--- config.mk ---
export PLATFORM = sky130hd
export DESIGN_NAME = pu_ctrl_top
export DESIGN_NICKNAME = d
export VERILOG_FILES = /design/src/design/pu_ctrl_pkg.sv /design/src/design/pu_ctrl_top.sv /design/src/design/pu_alu_issue.sv /design/src/design/pu_inst_buffer.sv /design/src/design/pu_inst_decoder.sv /design/src/design/pu_ctrl_fsm.sv
export VERILOG_INCLUDE_DIRS = /design/src /design/src/design
export SDC_FILE = /design/constraint.sdc
export NUM_CORES = 2
export LEC_CHECK = 0
export BUFFER_PORTS_ARGS = -buffer_cell sky130_fd_sc_hd__buf_2
export CELL_PAD_IN_SITES_DETAIL_PLACEMENT = 1
export CELL_PAD_IN_SITES_GLOBAL_PLACEMENT = 1
export CORE_MARGIN = 2
export CORE_UTILIZATION = 33
export DETAILED_ROUTE_END_ITERATION = 12
export PLACE_DENSITY_LB_ADDON = 0.1
export SYNTH_ARGS = -nofsm -noshare
export SYNTH_HDL_FRONTEND = slang
export SYNTH_SLANG_ARGS = --single-unit
--- constraint.sdc ---
create_clock -name clk -period 5.2 [get_ports clk]
set_input_delay 0.78 -clock clk [delete_from_list [all_inputs] [get_ports clk]]
set_output_delay 0.78 -clock clk [all_outputs]
set_load 0.02 [all_outputs]
--- src/design/pu_ctrl_cfg.svh ---
`ifndef PU_CTRL_CFG_SVH
`define PU_CTRL_CFG_SVH

// ========================================
// widths
// ========================================
`define INST_W        32
`define IMM_W         16
`define STRIDE_W      32                // {hi, lo} halves of imm
`define OP_CODE_W     4
`define OP_SPEC_W     7
`define LOOP_ID_W     5
`define IMEM_ADDR_W   6                 // 64 buffer entries
`define FN_W          3
`define RF_ADDR_W     4

// field positions, word is {op_code, op_spec, loop_id, imm}
`define OP_SPEC_LSB   (`IMM_W + `LOOP_ID_W)
`define OP_CODE_LSB   (`OP_SPEC_LSB + `OP_SPEC_W)
`define ALU_FIELD_W   (1 + `FN_W + `IMM_W + 2 * `RF_ADDR_W)

`define ST_REQ_DELAY  2                 // issue to ddr store request

// ========================================
// opcodes
// ========================================
`define OP_LDMEM        1
`define OP_GENADDR_HI   5
`define OP_GENADDR_LO   6
`define OP_LOOP         7
`define OP_BLOCK_REPEAT 8
`define OP_COMPUTE_R    11
`define OP_COMPUTE_I    12

// alu functions reading the output buffer
`define FN_OBUF_A       3
`define FN_OBUF_B       4

`endif
--- src/design/pu_ctrl_pkg.sv ---
`include "pu_ctrl_cfg.svh"

package pu_ctrl_pkg;

  // ========================================
  // datapath vectors
  // ========================================
  typedef logic [`INST_W-1:0]      inst_t;
  typedef logic [`IMM_W-1:0]       imm_t;       // imm, loop count, repeat count
  typedef logic [`STRIDE_W-1:0]    stride_t;
  typedef logic [`OP_SPEC_W-1:0]   op_spec_t;
  typedef logic [`FN_W-1:0]        alu_fn_t;
  typedef logic [`RF_ADDR_W-1:0]   rf_addr_t;
  typedef logic [`IMEM_ADDR_W-1:0] imem_addr_t;

  // ========================================
  // controller states
  // ========================================
  typedef enum logic [2:0] {
    IDLE,                               // waiting for a block
    DECODE,                             // loading instructions
    COMPUTE_WAIT,                       // block loaded
    COMPUTE,                            // replaying to the alu
    DONE                                // one-cycle completion
  } pu_state_t;

endpackage

--- src/design/pu_ctrl_top.sv ---
`timescale 1ns/1ns

module pu_ctrl_top (
  input  logic                  clk,
  input  logic                  reset,
  input  logic                  pu_block_start,
  input  logic                  pu_compute_start,
  output logic                  pu_compute_ready,
  output logic                  done,
  input  logic                  inst_wr_req,
  input  pu_ctrl_pkg::inst_t    inst_wr_data,
  output logic                  inst_wr_ready,
  output logic                  cfg_loop_iter_v,
  output pu_ctrl_pkg::imm_t     cfg_loop_iter,
  output logic [2:0]            cfg_loop_iter_type,
  output logic                  cfg_loop_stride_v,
  output pu_ctrl_pkg::stride_t  cfg_loop_stride,
  output logic [3:0]            cfg_loop_stride_type,
  output logic                  cfg_mem_req_v,
  output logic [1:0]            cfg_mem_req_type,
  output logic [2:0]            upsample_num,
  output logic                  alu_fn_valid,
  output pu_ctrl_pkg::alu_fn_t  alu_fn,
  output pu_ctrl_pkg::rf_addr_t alu_in0_addr,
  output pu_ctrl_pkg::rf_addr_t alu_out_addr,
  output logic                  alu_in1_src,
  output pu_ctrl_pkg::imm_t     alu_imm,
  output logic                  obuf_ld_stream_read_req,
  input  logic                  obuf_ld_stream_read_ready,
  output logic                  ddr_st_stream_write_req,
  input  logic                  ddr_st_stream_write_ready
);

  logic               decode_active;
  logic               compute_active;
  logic               inst_store;
  logic               block_end;
  pu_ctrl_pkg::imm_t  block_repeat;
  pu_ctrl_pkg::inst_t issue_inst;
  logic               issue_last;

  pu_ctrl_fsm i_fsm (
    .clk              (clk),
    .reset            (reset),
    .pu_block_start   (pu_block_start),
    .pu_compute_start (pu_compute_start),
    .block_end        (block_end),
    .block_repeat     (block_repeat),
    .alu_fn_valid     (alu_fn_valid),
    .issue_last       (issue_last),
    .decode_active    (decode_active),
    .compute_active   (compute_active),
    .done             (done),
    .pu_compute_ready (pu_compute_ready),
    .inst_wr_ready    (inst_wr_ready)
  );

  pu_inst_decoder i_decoder (
    .clk                  (clk),
    .reset                (reset),
    .decode_active        (decode_active),
    .done                 (done),
    .inst_wr_req          (inst_wr_req),
    .inst_wr_data         (inst_wr_data),
    .cfg_loop_iter_v      (cfg_loop_iter_v),
    .cfg_loop_iter        (cfg_loop_iter),
    .cfg_loop_iter_type   (cfg_loop_iter_type),
    .cfg_loop_stride_v    (cfg_loop_stride_v),
    .cfg_loop_stride      (cfg_loop_stride),
    .cfg_loop_stride_type (cfg_loop_stride_type),
    .cfg_mem_req_v        (cfg_mem_req_v),
    .cfg_mem_req_type     (cfg_mem_req_type),
    .upsample_num         (upsample_num),
    .inst_store           (inst_store),
    .block_end            (block_end),
    .block_repeat         (block_repeat)
  );

  pu_inst_buffer i_buffer (
    .clk          (clk),
    .reset        (reset),
    .done         (done),
    .inst_store   (inst_store),
    .inst_wr_data (inst_wr_data),
    .alu_fn_valid (alu_fn_valid),
    .issue_inst   (issue_inst),
    .issue_last   (issue_last)
  );

  pu_alu_issue i_alu_issue (
    .clk                       (clk),
    .reset                     (reset),
    .compute_active            (compute_active),
    .issue_inst                (issue_inst),
    .obuf_ld_stream_read_ready (obuf_ld_stream_read_ready),
    .ddr_st_stream_write_ready (ddr_st_stream_write_ready),
    .alu_fn_valid              (alu_fn_valid),
    .alu_fn                    (alu_fn),
    .alu_in0_addr              (alu_in0_addr),
    .alu_out_addr              (alu_out_addr),
    .alu_in1_src               (alu_in1_src),
    .alu_imm                   (alu_imm),
    .obuf_ld_stream_read_req   (obuf_ld_stream_read_req),
    .ddr_st_stream_write_req   (ddr_st_stream_write_req)
  );

endmodule

--- src/design/pu_alu_issue.sv ---
`timescale 1ns/1ns
`include "pu_ctrl_cfg.svh"

module pu_alu_issue (
  input  logic                  clk,
  input  logic                  reset,
  input  logic                  compute_active,
  input  pu_ctrl_pkg::inst_t    issue_inst,
  input  logic                  obuf_ld_stream_read_ready,
  input  logic                  ddr_st_stream_write_ready,
  output logic                  alu_fn_valid,
  output pu_ctrl_pkg::alu_fn_t  alu_fn,
  output pu_ctrl_pkg::rf_addr_t alu_in0_addr,
  output pu_ctrl_pkg::rf_addr_t alu_out_addr,
  output logic                  alu_in1_src,
  output pu_ctrl_pkg::imm_t     alu_imm,
  output logic                  obuf_ld_stream_read_req,
  output logic                  ddr_st_stream_write_req
);

  logic                     obuf_need;
  logic                     st_need;
  logic                     stall;
  logic [`ST_REQ_DELAY-1:0] st_req_pipe;        // store issue history

  // ========================================
  // field split and stall
  // ========================================
  assign {alu_in1_src, alu_fn, alu_imm, alu_in0_addr, alu_out_addr} =
    issue_inst[`ALU_FIELD_W-1:0];

  assign obuf_need = (alu_fn == `FN_OBUF_A) || (alu_fn == `FN_OBUF_B);
  assign st_need   = alu_out_addr[`RF_ADDR_W-1];  // top bit selects ddr store

  assign stall = compute_active &&
                 ((obuf_need && !obuf_ld_stream_read_ready) ||
                  (st_need && !ddr_st_stream_write_ready));

  assign alu_fn_valid            = compute_active && !stall;
  assign obuf_ld_stream_read_req = obuf_need && alu_fn_valid;

  // store data reaches the ddr stream after the alu pipeline
  always_ff @(posedge clk) begin
    if (reset) begin
      st_req_pipe <= '0;
    end else begin
      st_req_pipe <= {st_req_pipe[`ST_REQ_DELAY-2:0], st_need && alu_fn_valid};
    end
  end

  assign ddr_st_stream_write_req = st_req_pipe[`ST_REQ_DELAY-1];

endmodule

--- src/design/pu_inst_buffer.sv ---
`timescale 1ns/1ns
`include "pu_ctrl_cfg.svh"

module pu_inst_buffer (
  input  logic               clk,
  input  logic               reset,
  input  logic               done,
  input  logic               inst_store,
  input  pu_ctrl_pkg::inst_t inst_wr_data,
  input  logic               alu_fn_valid,
  output pu_ctrl_pkg::inst_t issue_inst,
  output logic               issue_last
);

  localparam int DEPTH = 1 << `IMEM_ADDR_W;

  pu_ctrl_pkg::inst_t      mem [DEPTH];
  pu_ctrl_pkg::imem_addr_t wr_ptr;
  pu_ctrl_pkg::imem_addr_t last_idx;           // index of newest entry
  pu_ctrl_pkg::imem_addr_t rd_ptr;             // entry on issue_inst
  pu_ctrl_pkg::imem_addr_t rd_addr;

  // ========================================
  // write side
  // ========================================
  always_ff @(posedge clk) begin
    if (reset || done) begin
      wr_ptr   <= '0;
      last_idx <= '0;
    end else if (inst_store) begin
      wr_ptr   <= wr_ptr + 1'b1;
      last_idx <= wr_ptr;
    end
  end

  always_ff @(posedge clk) begin
    if (inst_store) begin
      mem[wr_ptr] <= inst_wr_data;
    end
  end

  // ========================================
  // read side
  // ========================================
  // prefetch the successor on issue so replay has no bubbles
  always_comb begin
    rd_addr = rd_ptr;
    if (alu_fn_valid) begin
      rd_addr = (rd_ptr == last_idx) ? '0 : rd_ptr + 1'b1;  // wrap per pass
    end
  end

  always_ff @(posedge clk) begin
    if (reset || done) begin
      rd_ptr <= '0;
    end else begin
      rd_ptr <= rd_addr;
    end
  end

  always_ff @(posedge clk) begin
    issue_inst <= mem[rd_addr];             // registered read port
  end

  assign issue_last = (rd_ptr == last_idx);

  // all 64 entries written means pointer wrapped onto entry 0
  a_no_overflow: assert property (@(posedge clk) disable iff (reset)
    inst_store |-> !(wr_ptr == '0 && last_idx == '1));

endmodule

--- src/design/pu_inst_decoder.sv ---
`timescale 1ns/1ns
`include "pu_ctrl_cfg.svh"

module pu_inst_decoder (
  input  logic                 clk,
  input  logic                 reset,
  input  logic                 decode_active,
  input  logic                 done,
  input  logic                 inst_wr_req,
  input  pu_ctrl_pkg::inst_t   inst_wr_data,
  output logic                 cfg_loop_iter_v,
  output pu_ctrl_pkg::imm_t    cfg_loop_iter,
  output logic [2:0]           cfg_loop_iter_type,
  output logic                 cfg_loop_stride_v,
  output pu_ctrl_pkg::stride_t cfg_loop_stride,
  output logic [3:0]           cfg_loop_stride_type,
  output logic                 cfg_mem_req_v,
  output logic [1:0]           cfg_mem_req_type,
  output logic [2:0]           upsample_num,
  output logic                 inst_store,
  output logic                 block_end,
  output pu_ctrl_pkg::imm_t    block_repeat
);

  logic [`OP_CODE_W-1:0] op_code;
  pu_ctrl_pkg::op_spec_t op_spec;
  pu_ctrl_pkg::imm_t     imm;
  logic                  inst_valid;
  pu_ctrl_pkg::imm_t     stride_hi;             // upper half from GENADDR_HI

  assign op_code    = inst_wr_data[`OP_CODE_LSB +: `OP_CODE_W];
  assign op_spec    = inst_wr_data[`OP_SPEC_LSB +: `OP_SPEC_W];
  assign imm        = inst_wr_data[`IMM_W-1:0];
  assign inst_valid = decode_active && inst_wr_req;

  // ========================================
  // configuration strobes
  // ========================================
  assign cfg_loop_iter_v      = inst_valid && (op_code == `OP_LOOP);
  assign cfg_loop_iter        = imm;
  assign cfg_loop_iter_type   = op_spec[2:0];

  assign cfg_loop_stride_v    = inst_valid && (op_code == `OP_GENADDR_LO);
  assign cfg_loop_stride      = {stride_hi, imm};
  assign cfg_loop_stride_type = op_spec[3:0];

  assign cfg_mem_req_v        = inst_valid && (op_code == `OP_LDMEM);
  assign cfg_mem_req_type     = op_spec[4:3];
  assign upsample_num         = op_spec[2:0];

  assign inst_store   = inst_valid &&
                        (op_code == `OP_COMPUTE_R || op_code == `OP_COMPUTE_I);
  assign block_end    = inst_valid && (op_code == `OP_BLOCK_REPEAT);
  assign block_repeat = imm;                    // extra passes over the list

  // consumed by the next GENADDR_LO, dropped at block end
  always_ff @(posedge clk) begin
    if (reset || cfg_loop_stride_v || done) begin
      stride_hi <= '0;
    end else if (inst_valid && op_code == `OP_GENADDR_HI) begin
      stride_hi <= imm;
    end
  end

  a_one_strobe: assert property (@(posedge clk) disable iff (reset)
    $onehot0({cfg_loop_iter_v, cfg_loop_stride_v, cfg_mem_req_v, inst_store, block_end}));

endmodule

--- src/design/pu_ctrl_fsm.sv ---
`timescale 1ns/1ns

module pu_ctrl_fsm (
  input  logic              clk,
  input  logic              reset,
  input  logic              pu_block_start,
  input  logic              pu_compute_start,
  input  logic              block_end,
  input  pu_ctrl_pkg::imm_t block_repeat,
  input  logic              alu_fn_valid,
  input  logic              issue_last,
  output logic              decode_active,
  output logic              compute_active,
  output logic              done,
  output logic              pu_compute_ready,
  output logic              inst_wr_ready
);

  pu_ctrl_pkg::pu_state_t state;
  pu_ctrl_pkg::pu_state_t state_next;
  pu_ctrl_pkg::imm_t      repeat_cnt;          // passes left after this one
  pu_ctrl_pkg::imm_t      repeat_cnt_next;

  // ========================================
  // next state
  // ========================================
  always_comb begin
    state_next      = state;
    repeat_cnt_next = repeat_cnt;
    case (state)
      pu_ctrl_pkg::IDLE: begin
        if (pu_block_start) begin
          state_next = pu_ctrl_pkg::DECODE;
        end
      end
      pu_ctrl_pkg::DECODE: begin
        if (block_end) begin
          state_next      = pu_ctrl_pkg::COMPUTE_WAIT;
          repeat_cnt_next = block_repeat;
        end
      end
      pu_ctrl_pkg::COMPUTE_WAIT: begin
        if (pu_compute_start) begin
          state_next = pu_ctrl_pkg::COMPUTE;
        end
      end
      pu_ctrl_pkg::COMPUTE: begin
        if (alu_fn_valid && issue_last) begin      // end of one pass
          if (repeat_cnt == '0) begin
            state_next = pu_ctrl_pkg::DONE;
          end else begin
            repeat_cnt_next = repeat_cnt - 1'b1;
          end
        end
      end
      default: state_next = pu_ctrl_pkg::IDLE;     // DONE lasts one cycle
    endcase
  end

  always_ff @(posedge clk) begin
    if (reset) begin
      state      <= pu_ctrl_pkg::IDLE;
      repeat_cnt <= '0;
    end else begin
      state      <= state_next;
      repeat_cnt <= repeat_cnt_next;
    end
  end

  assign decode_active    = (state == pu_ctrl_pkg::DECODE);
  assign compute_active   = (state == pu_ctrl_pkg::COMPUTE);
  assign done             = (state == pu_ctrl_pkg::DONE);
  assign pu_compute_ready = (state == pu_ctrl_pkg::COMPUTE_WAIT);
  assign inst_wr_ready    = (state != pu_ctrl_pkg::COMPUTE);  // busy only in replay

  a_done_single: assert property (@(posedge clk) disable iff (reset) done |=> !done);

  // the issue stage must never fire outside replay
  a_issue_in_compute: assert property (@(posedge clk) disable iff (reset)
    alu_fn_valid |-> state == pu_ctrl_pkg::COMPUTE);

endmodule

Word-level counts from Yosys, hierarchy flattened
Memories as Yosys holds them, arrays and structs flattened. A register that Yosys moved wholly into a read port is not among the register bits.
Index checks and enable logic that the tools add are counted.
{"block": "classes", "add_sub_neg": 3, "n_eq_ne": 21, "n_reduce_logical": 28, "n_mux": 14}
{"op": "$mux 16", "count": 3}
{"op": "$pmux 16 s2", "count": 1}
{"op": "$logic_not 16->1", "count": 1}
{"op": "$sub 16x1->16 const B", "count": 1}
{"op": "$mux 3", "count": 5}
{"op": "$logic_and 1x1->1", "count": 14}
{"op": "$add 6x1->6 const B", "count": 2}
{"op": "$eq 4x3->1 const B", "count": 3}
{"op": "$eq 4x4->1 const B", "count": 3}
{"op": "$mux 6", "count": 2}
{"op": "$ne 2x2->1 const B", "count": 6}
{"op": "$pmux 3 s4", "count": 1}
{"op": "$eq 3x2->1 const B", "count": 3}
{"op": "$eq 3x3->1 const B", "count": 2}
{"op": "$eq 6x6->1", "count": 1}
{"op": "$logic_or 1x1->1", "count": 6}
{"op": "$reduce_and 5->1", "count": 1}
{"op": "$eq 4x1->1 const B", "count": 1}
{"op": "$reduce_and 4->1", "count": 1}
{"op": "$eq 3x1->1 const B", "count": 1}
{"op": "$logic_not 1->1", "count": 3}
{"op": "$logic_not 3->1", "count": 1}
{"op": "$ne 3x2->1 const B", "count": 1}
{"op": "$mux 1", "count": 2}
{"op": "$reduce_bool 2->1", "count": 1}
{"block": "totals", "out_inout_bits": 97, "elab_cells": 74, "mem_count": 1, "regBits": 55, "ramBits": 2048, "input_bits": 39}
{"name": "i_buffer.mem", "words": 64, "word_bits": 32, "read_ports": 1, "rd_ports_with_merged_regs": 1, "write_ports": 1, "line": "pu_inst_buffer.sv:17", "text": "pu_ctrl_pkg::inst_t mem [DEPTH];"}

Longest topological paths before layout
{"block": "depth", "depth_word": 10, "mapped_depth": 17, "depth_no_buf": 11}

By module
Synthesis repeated with hierarchy kept, for this count alone.
{"block": "unflattened", "cells_unflattened": 6259, "area_unflattened_um2": 85550.8}
{"module": "pu_inst_buffer", "area_per_inst_um2": 82818.2, "seq_area_each_um2": 62499.9, "cells_per_inst": 5901, "instances": 1}
{"module": "pu_ctrl_fsm", "area_per_inst_um2": 1204.9, "seq_area_each_um2": 380.4, "cells_per_inst": 169, "instances": 1}
{"module": "pu_inst_decoder", "area_per_inst_um2": 1184.9, "seq_area_each_um2": 320.3, "cells_per_inst": 147, "instances": 1}
{"module": "pu_alu_issue", "area_per_inst_um2": 342.8, "seq_area_each_um2": 40.0, "cells_per_inst": 42, "instances": 1}

Least setup slack after synthesis
No wires, ideal clock.
{"block": "synth_timing", "path_kind": "input port to flip-flop", "from": "in inst_wr_req", "to": "mem i_buffer.mem[63][0] (netlist name) (enable)", "arrival_ps": 3423, "setup_ps": 413, "stages": 6, "path_slack_ps": 1364, "t_required_ps": 4787, "n_path_buf": 1, "path_cell_list": "nor4bb_1 > nand3_1 > clkbuf_1 > nor2_1 > nand3_1 > nor2_1"}
{"block": "synth_between", "elab_chain_len": 4}
{"element": "from (decl)", "line": "pu_ctrl_top.sv:10", "text": "input logic inst_wr_req,"}
{"element": "$logic_and 1x1->1", "line": "pu_inst_decoder.sv:34", "text": "assign inst_valid = decode_active && inst_wr_req;"}
{"element": "$logic_and 1x1->1", "line": "pu_inst_decoder.sv:51", "text": "assign inst_store = inst_valid &&"}
{"element": "$mux 1", "line": "pu_inst_buffer.sv:37", "text": "if (inst_store) begin"}
{"element": "$mux 1 (not written as such)", "line": "pu_inst_buffer.sv:38", "text": "mem[wr_ptr] <= inst_wr_data;"}
{"element": "to (decl)", "line": "pu_inst_buffer.sv:17"}
Every way passes these cells.

Final worst setup path
{"block": "layout_timing", "from": "reg i_buffer.rd_ptr[2]", "to": "reg i_buffer.issue_inst[15], read port of i_buffer.mem"}
{"block": "layout_between", "elab_chain_len": 3, "word_cells_on_any_way": 4, "classes_between": "1 x add/sub; 1 x eq/ne; 2 x mux"}
{"element": "from (decl)", "line": "pu_inst_buffer.sv:20", "text": "pu_ctrl_pkg::imem_addr_t rd_ptr;"}
{"element": "from (signal assigned)", "line": "pu_inst_buffer.sv:57", "text": "rd_ptr <= rd_addr;"}
{"element": "$add 6x1->6 / $eq 6x6->1 (equally long branches)", "line": "pu_inst_buffer.sv:49", "text": "rd_addr = (rd_ptr == last_idx) ? '0 : rd_ptr + 1'b1;"}
{"element": "$mux 6", "line": "pu_inst_buffer.sv:49"}
{"element": "$mux 6 (*)", "line": "pu_inst_buffer.sv:48", "text": "if (alu_fn_valid) begin"}
{"element": "to (decl)", "line": "pu_inst_buffer.sv:11", "text": "output pu_ctrl_pkg::inst_t issue_inst,"}
Mark *: on every way between the ends. The rest lies on a longest branch, timed or not.
A chain may end at the register's enable or synchronous reset.

==> impl_results.md <==
- Outcome: finished, final reports clean
- Hold Crit Start: inst_wr_data[26]
- Top-count cell post-synth: edfxtp_1
- Skew final: 0.0588 ns
- TritonCTS clock tree: done
- Die Wd: around 480 microns
- Pin count of the biggest net entering global routing: 86
- Top delay family on crit path: simple AND/OR/NAND/NOR gates
- Slew HR: approximately a tenth
- Clk slew on worst S/H paths: 0.06 ns
- Most frequent CP cell: buf_12
- Max Slew Vio Count: 0
- Lkg Pwr: 29.4 nW
- Initial DRC Count: approximately 4700
- Initial antenna violation count: 26
- Post-Layout Cell Count: around 8600
- DRT Pass-1 Iters: 5
- Switching share of total power: about a fifth
- Clk root buf: clkbuf_16
- Port Buffers: 135
- Share of cells above drive strength 1: 15.4%
- # IOs: 136
- Cell variety after synth: just under 70
- # setup viols final: 0
- Die area: about 230000 sq um
- Fmax: 203 MHz
- Max-cap violations: 0
- RSZ-0062 raised after global routing: no
- Total GRT Usage: 23.3%
- Seq/Total Area, Yosys: about three quarters
- Vias in the first global route: ~47000
- Share of synthesized flip-flops with an asynchronous set or reset: 0%
- Worst r2r src: i_buffer.rd_ptr[2]
- Commonest cells post-synth: edfxtp_1, nand2_1, a21oi_1
- Cell area after synthesis: approximately 74000 sq um
- Syn Inst Count: ~5200
- First-pass GRT wire length: approximately 370000 microns
- Hold Slack: approximately 0.18 ns
- Min Tclk post-route: ~4.9 ns
- Critical path cell sequence: xor2_1, nor4_2, buf_4, a211o_1, and2_4, buf_12, buf_12, mux2i_1, a221oi_1, nor4_1, nor3_1, a41o_1
- H-tree Lvls: 4
- Max FO, Critical Path: 36
- Max stage delay on crit path: 1.04 ns
- Initial Util: between 30% and 40%
- Post-route setup TNS: 0 ns
- DRC viols: 0
- Leading area contributor after synthesis: edfxtp_1
- Post-route clock period utilization: between 90% and 100%
- Yosys Warn Count: 0
- Syn_area_per_cell: approximately 14 sq um
- GP Congestion: a little under 0.8
- Int Pwr: approximately 25 mW
- # rows: 173
- TritonCTS Buffers: between 200 and 250
- Crit. End Element: flip-flop
- Crit path buffers/inverters: 3
- CP Class: reg -> reg
- Worst-Skew Late Latency: 0.87 ns
- Hold Buf Count CTS: 0
- Remaining antenna violation count after routing: 0
- Synth area leaders: edfxtp_1, nand2_1, mux2i_1
- Yosys reg bits: 1875
- VDD IR-drop max: 400 uV
- Share of the synthesized area in the top cell type: 73.2%
- Placed cells: around 8000
- Via count: approximately 47000
- Combinational Power Share: about 1.7%
- Final hold vios: 0
- Power density over the cells: between 300 and 400 nW/um^2
- Synth Flop Type: edfxtp_1
- DP HPWL: ~160000 microns
- Fin util: around two fifths
- EDFF count, synth: about 1800
- Routed len/inst: ~31 microns
- Final net count: 5480
- Sequential share of power: a little over half
- Crit path DAT: between 5 and 6 ns
- Sw power: around 6.6 mW
- Setup crit start: i_buffer.rd_ptr[2]
- Synthesized Nets: approximately 5200
- Power Total: between 30 and 40 mW
- Clk pwr share: about 45%
- Synthesis-to-finish area growth: 17.4%
- Global route overflow: 0
- Slew @ Worst Pin: roughly 1.4 ns
- Critical Path Source Type: flip-flop
- Clock tree buffer depth: 3
- Worst Path Required: 5.95 ns
- Tightest Hold Check Type: in -> reg
- Detailed-route wire length: ~270000 microns
- Via-to-Cell Ratio: ~5.4
- Core box area: 222000 sq um
- Slowest stage cell, crit path: nor4_1
- Num Clock Sinks: 1875
- Die height: approximately 480 microns
==> power by group through the flow <==
stage | Combinational (mW) | Clock (mW) | Sequential, mW
4_1_cts | 0.549 | 14.4 | 16.6
2_1_floorplan | 0.147 | 0 | 16.9
6_report | 0.530 | 14.1 | 16.6
5_1_grt | 0.571 | 15.0 | 16.5
3_3_place_gp | 0.536 | 0 | 16.9
3_5_place_dp | 0.549 | 0 | 16.9
==> placed cells by master, fill, tap and decap left out, types with 24 or more instances in the layout <==
master / count
a21oi_1: 361
nor2_4: 69
clkinv_2: 34
nand4_1: 28
a311oi_1: 32
a32oi_1: 160
o221ai_1: 27
a221oi_1: 57
edfxtp_1: 1792
mux2i_1: 193
clkinv_1: 52
buf_12: 47
nand2_1: 1071
dfxtp_1: 83
clkbuf_16: 209
nand3_1: 144
a211oi_1: 59
nor2_1: 69
a41o_1: 24
a31oi_1: 121
o32ai_1: 52
o21ai_0: 30
buf_4: 305
nor3_1: 44
and3_1: 131
clkbuf_1: 52
buf_2: 122
nor4_1: 54
==> cell type report <==
type                    instances  area [sq um]
diodes                         11          27.5
clock buffers                 272          5580
clock inverters               108           840
fillers                     22500        136000
inverters                      10          37.5
multi-input cells            2869         16800
flip-flops and latches       1875         55500
well taps                    2975          3720
repair buffers                474          3840
==> per-stage QoR <==
step,setup WS [ns],area (sq um)
global route,0.0230,86300
floorplan,1.36,73500
detailed placement,-0.132,79900
global placement,-0.191,79900
CTS,0.0340,86300
finish,0.279,86300
==> metal layers <==
| layer | wire, microns | share of wire, % | global-route usage (%) |
|---|---|---|---|
| met3 | 14800 | 5.6 | 3.03 |
| met1 | 120000 | 45 | 33.3 |
| met2 | 126000 | 47 | 37.8 |
| met5 | 0 | 0 | 0 |
| met4 | 4760 | 1.8 | 4.85 |
==> cells by family after synthesis <==
group                      count (synthesis)  share of synthesized area, %
DFF                                     1875                          75.5
AOI/OAI and AO/OA                        978                          9.15
and+or+nand+nor                         1681                          9.94
muxes                                    195                          2.66
buffers and inverters                    421                          2.59
adders and majority gates                  4                        0.0681
xor gates and xnor gates                  11                         0.131
==> final timing paths <==
path	end	slack (ns)	cells after the start
worst min register to register	i_alu_issue.st_req_pipe[1]	0.45	1
worst max-delay path	i_buffer.issue_inst[15]	0.28	12
worst max register to register	i_buffer.issue_inst[15]	0.28	12
worst min-delay path	i_buffer.mem[51][26]	0.18	1
==> repair_timing <==
item	4_1_cts	5_1_grt
endpoints found under the setup margin	0	1
resized for setup	0	1
buffers inserted	0	0
==> sequential cells by signal (all words and copies together) (netlist names) <==
name and flops:
i_buffer.mem 1792, i_buffer.issue_inst 28, i_alu_issue.st_req_pipe 2, i_fsm.state 3, i_buffer.last_idx 6, i_buffer.wr_ptr 6, i_fsm.repeat_cnt 16, i_decoder.stride_hi 16
i_buffer.rd_ptr 6
Note: power is estimated with default switching activity, not from simulation.
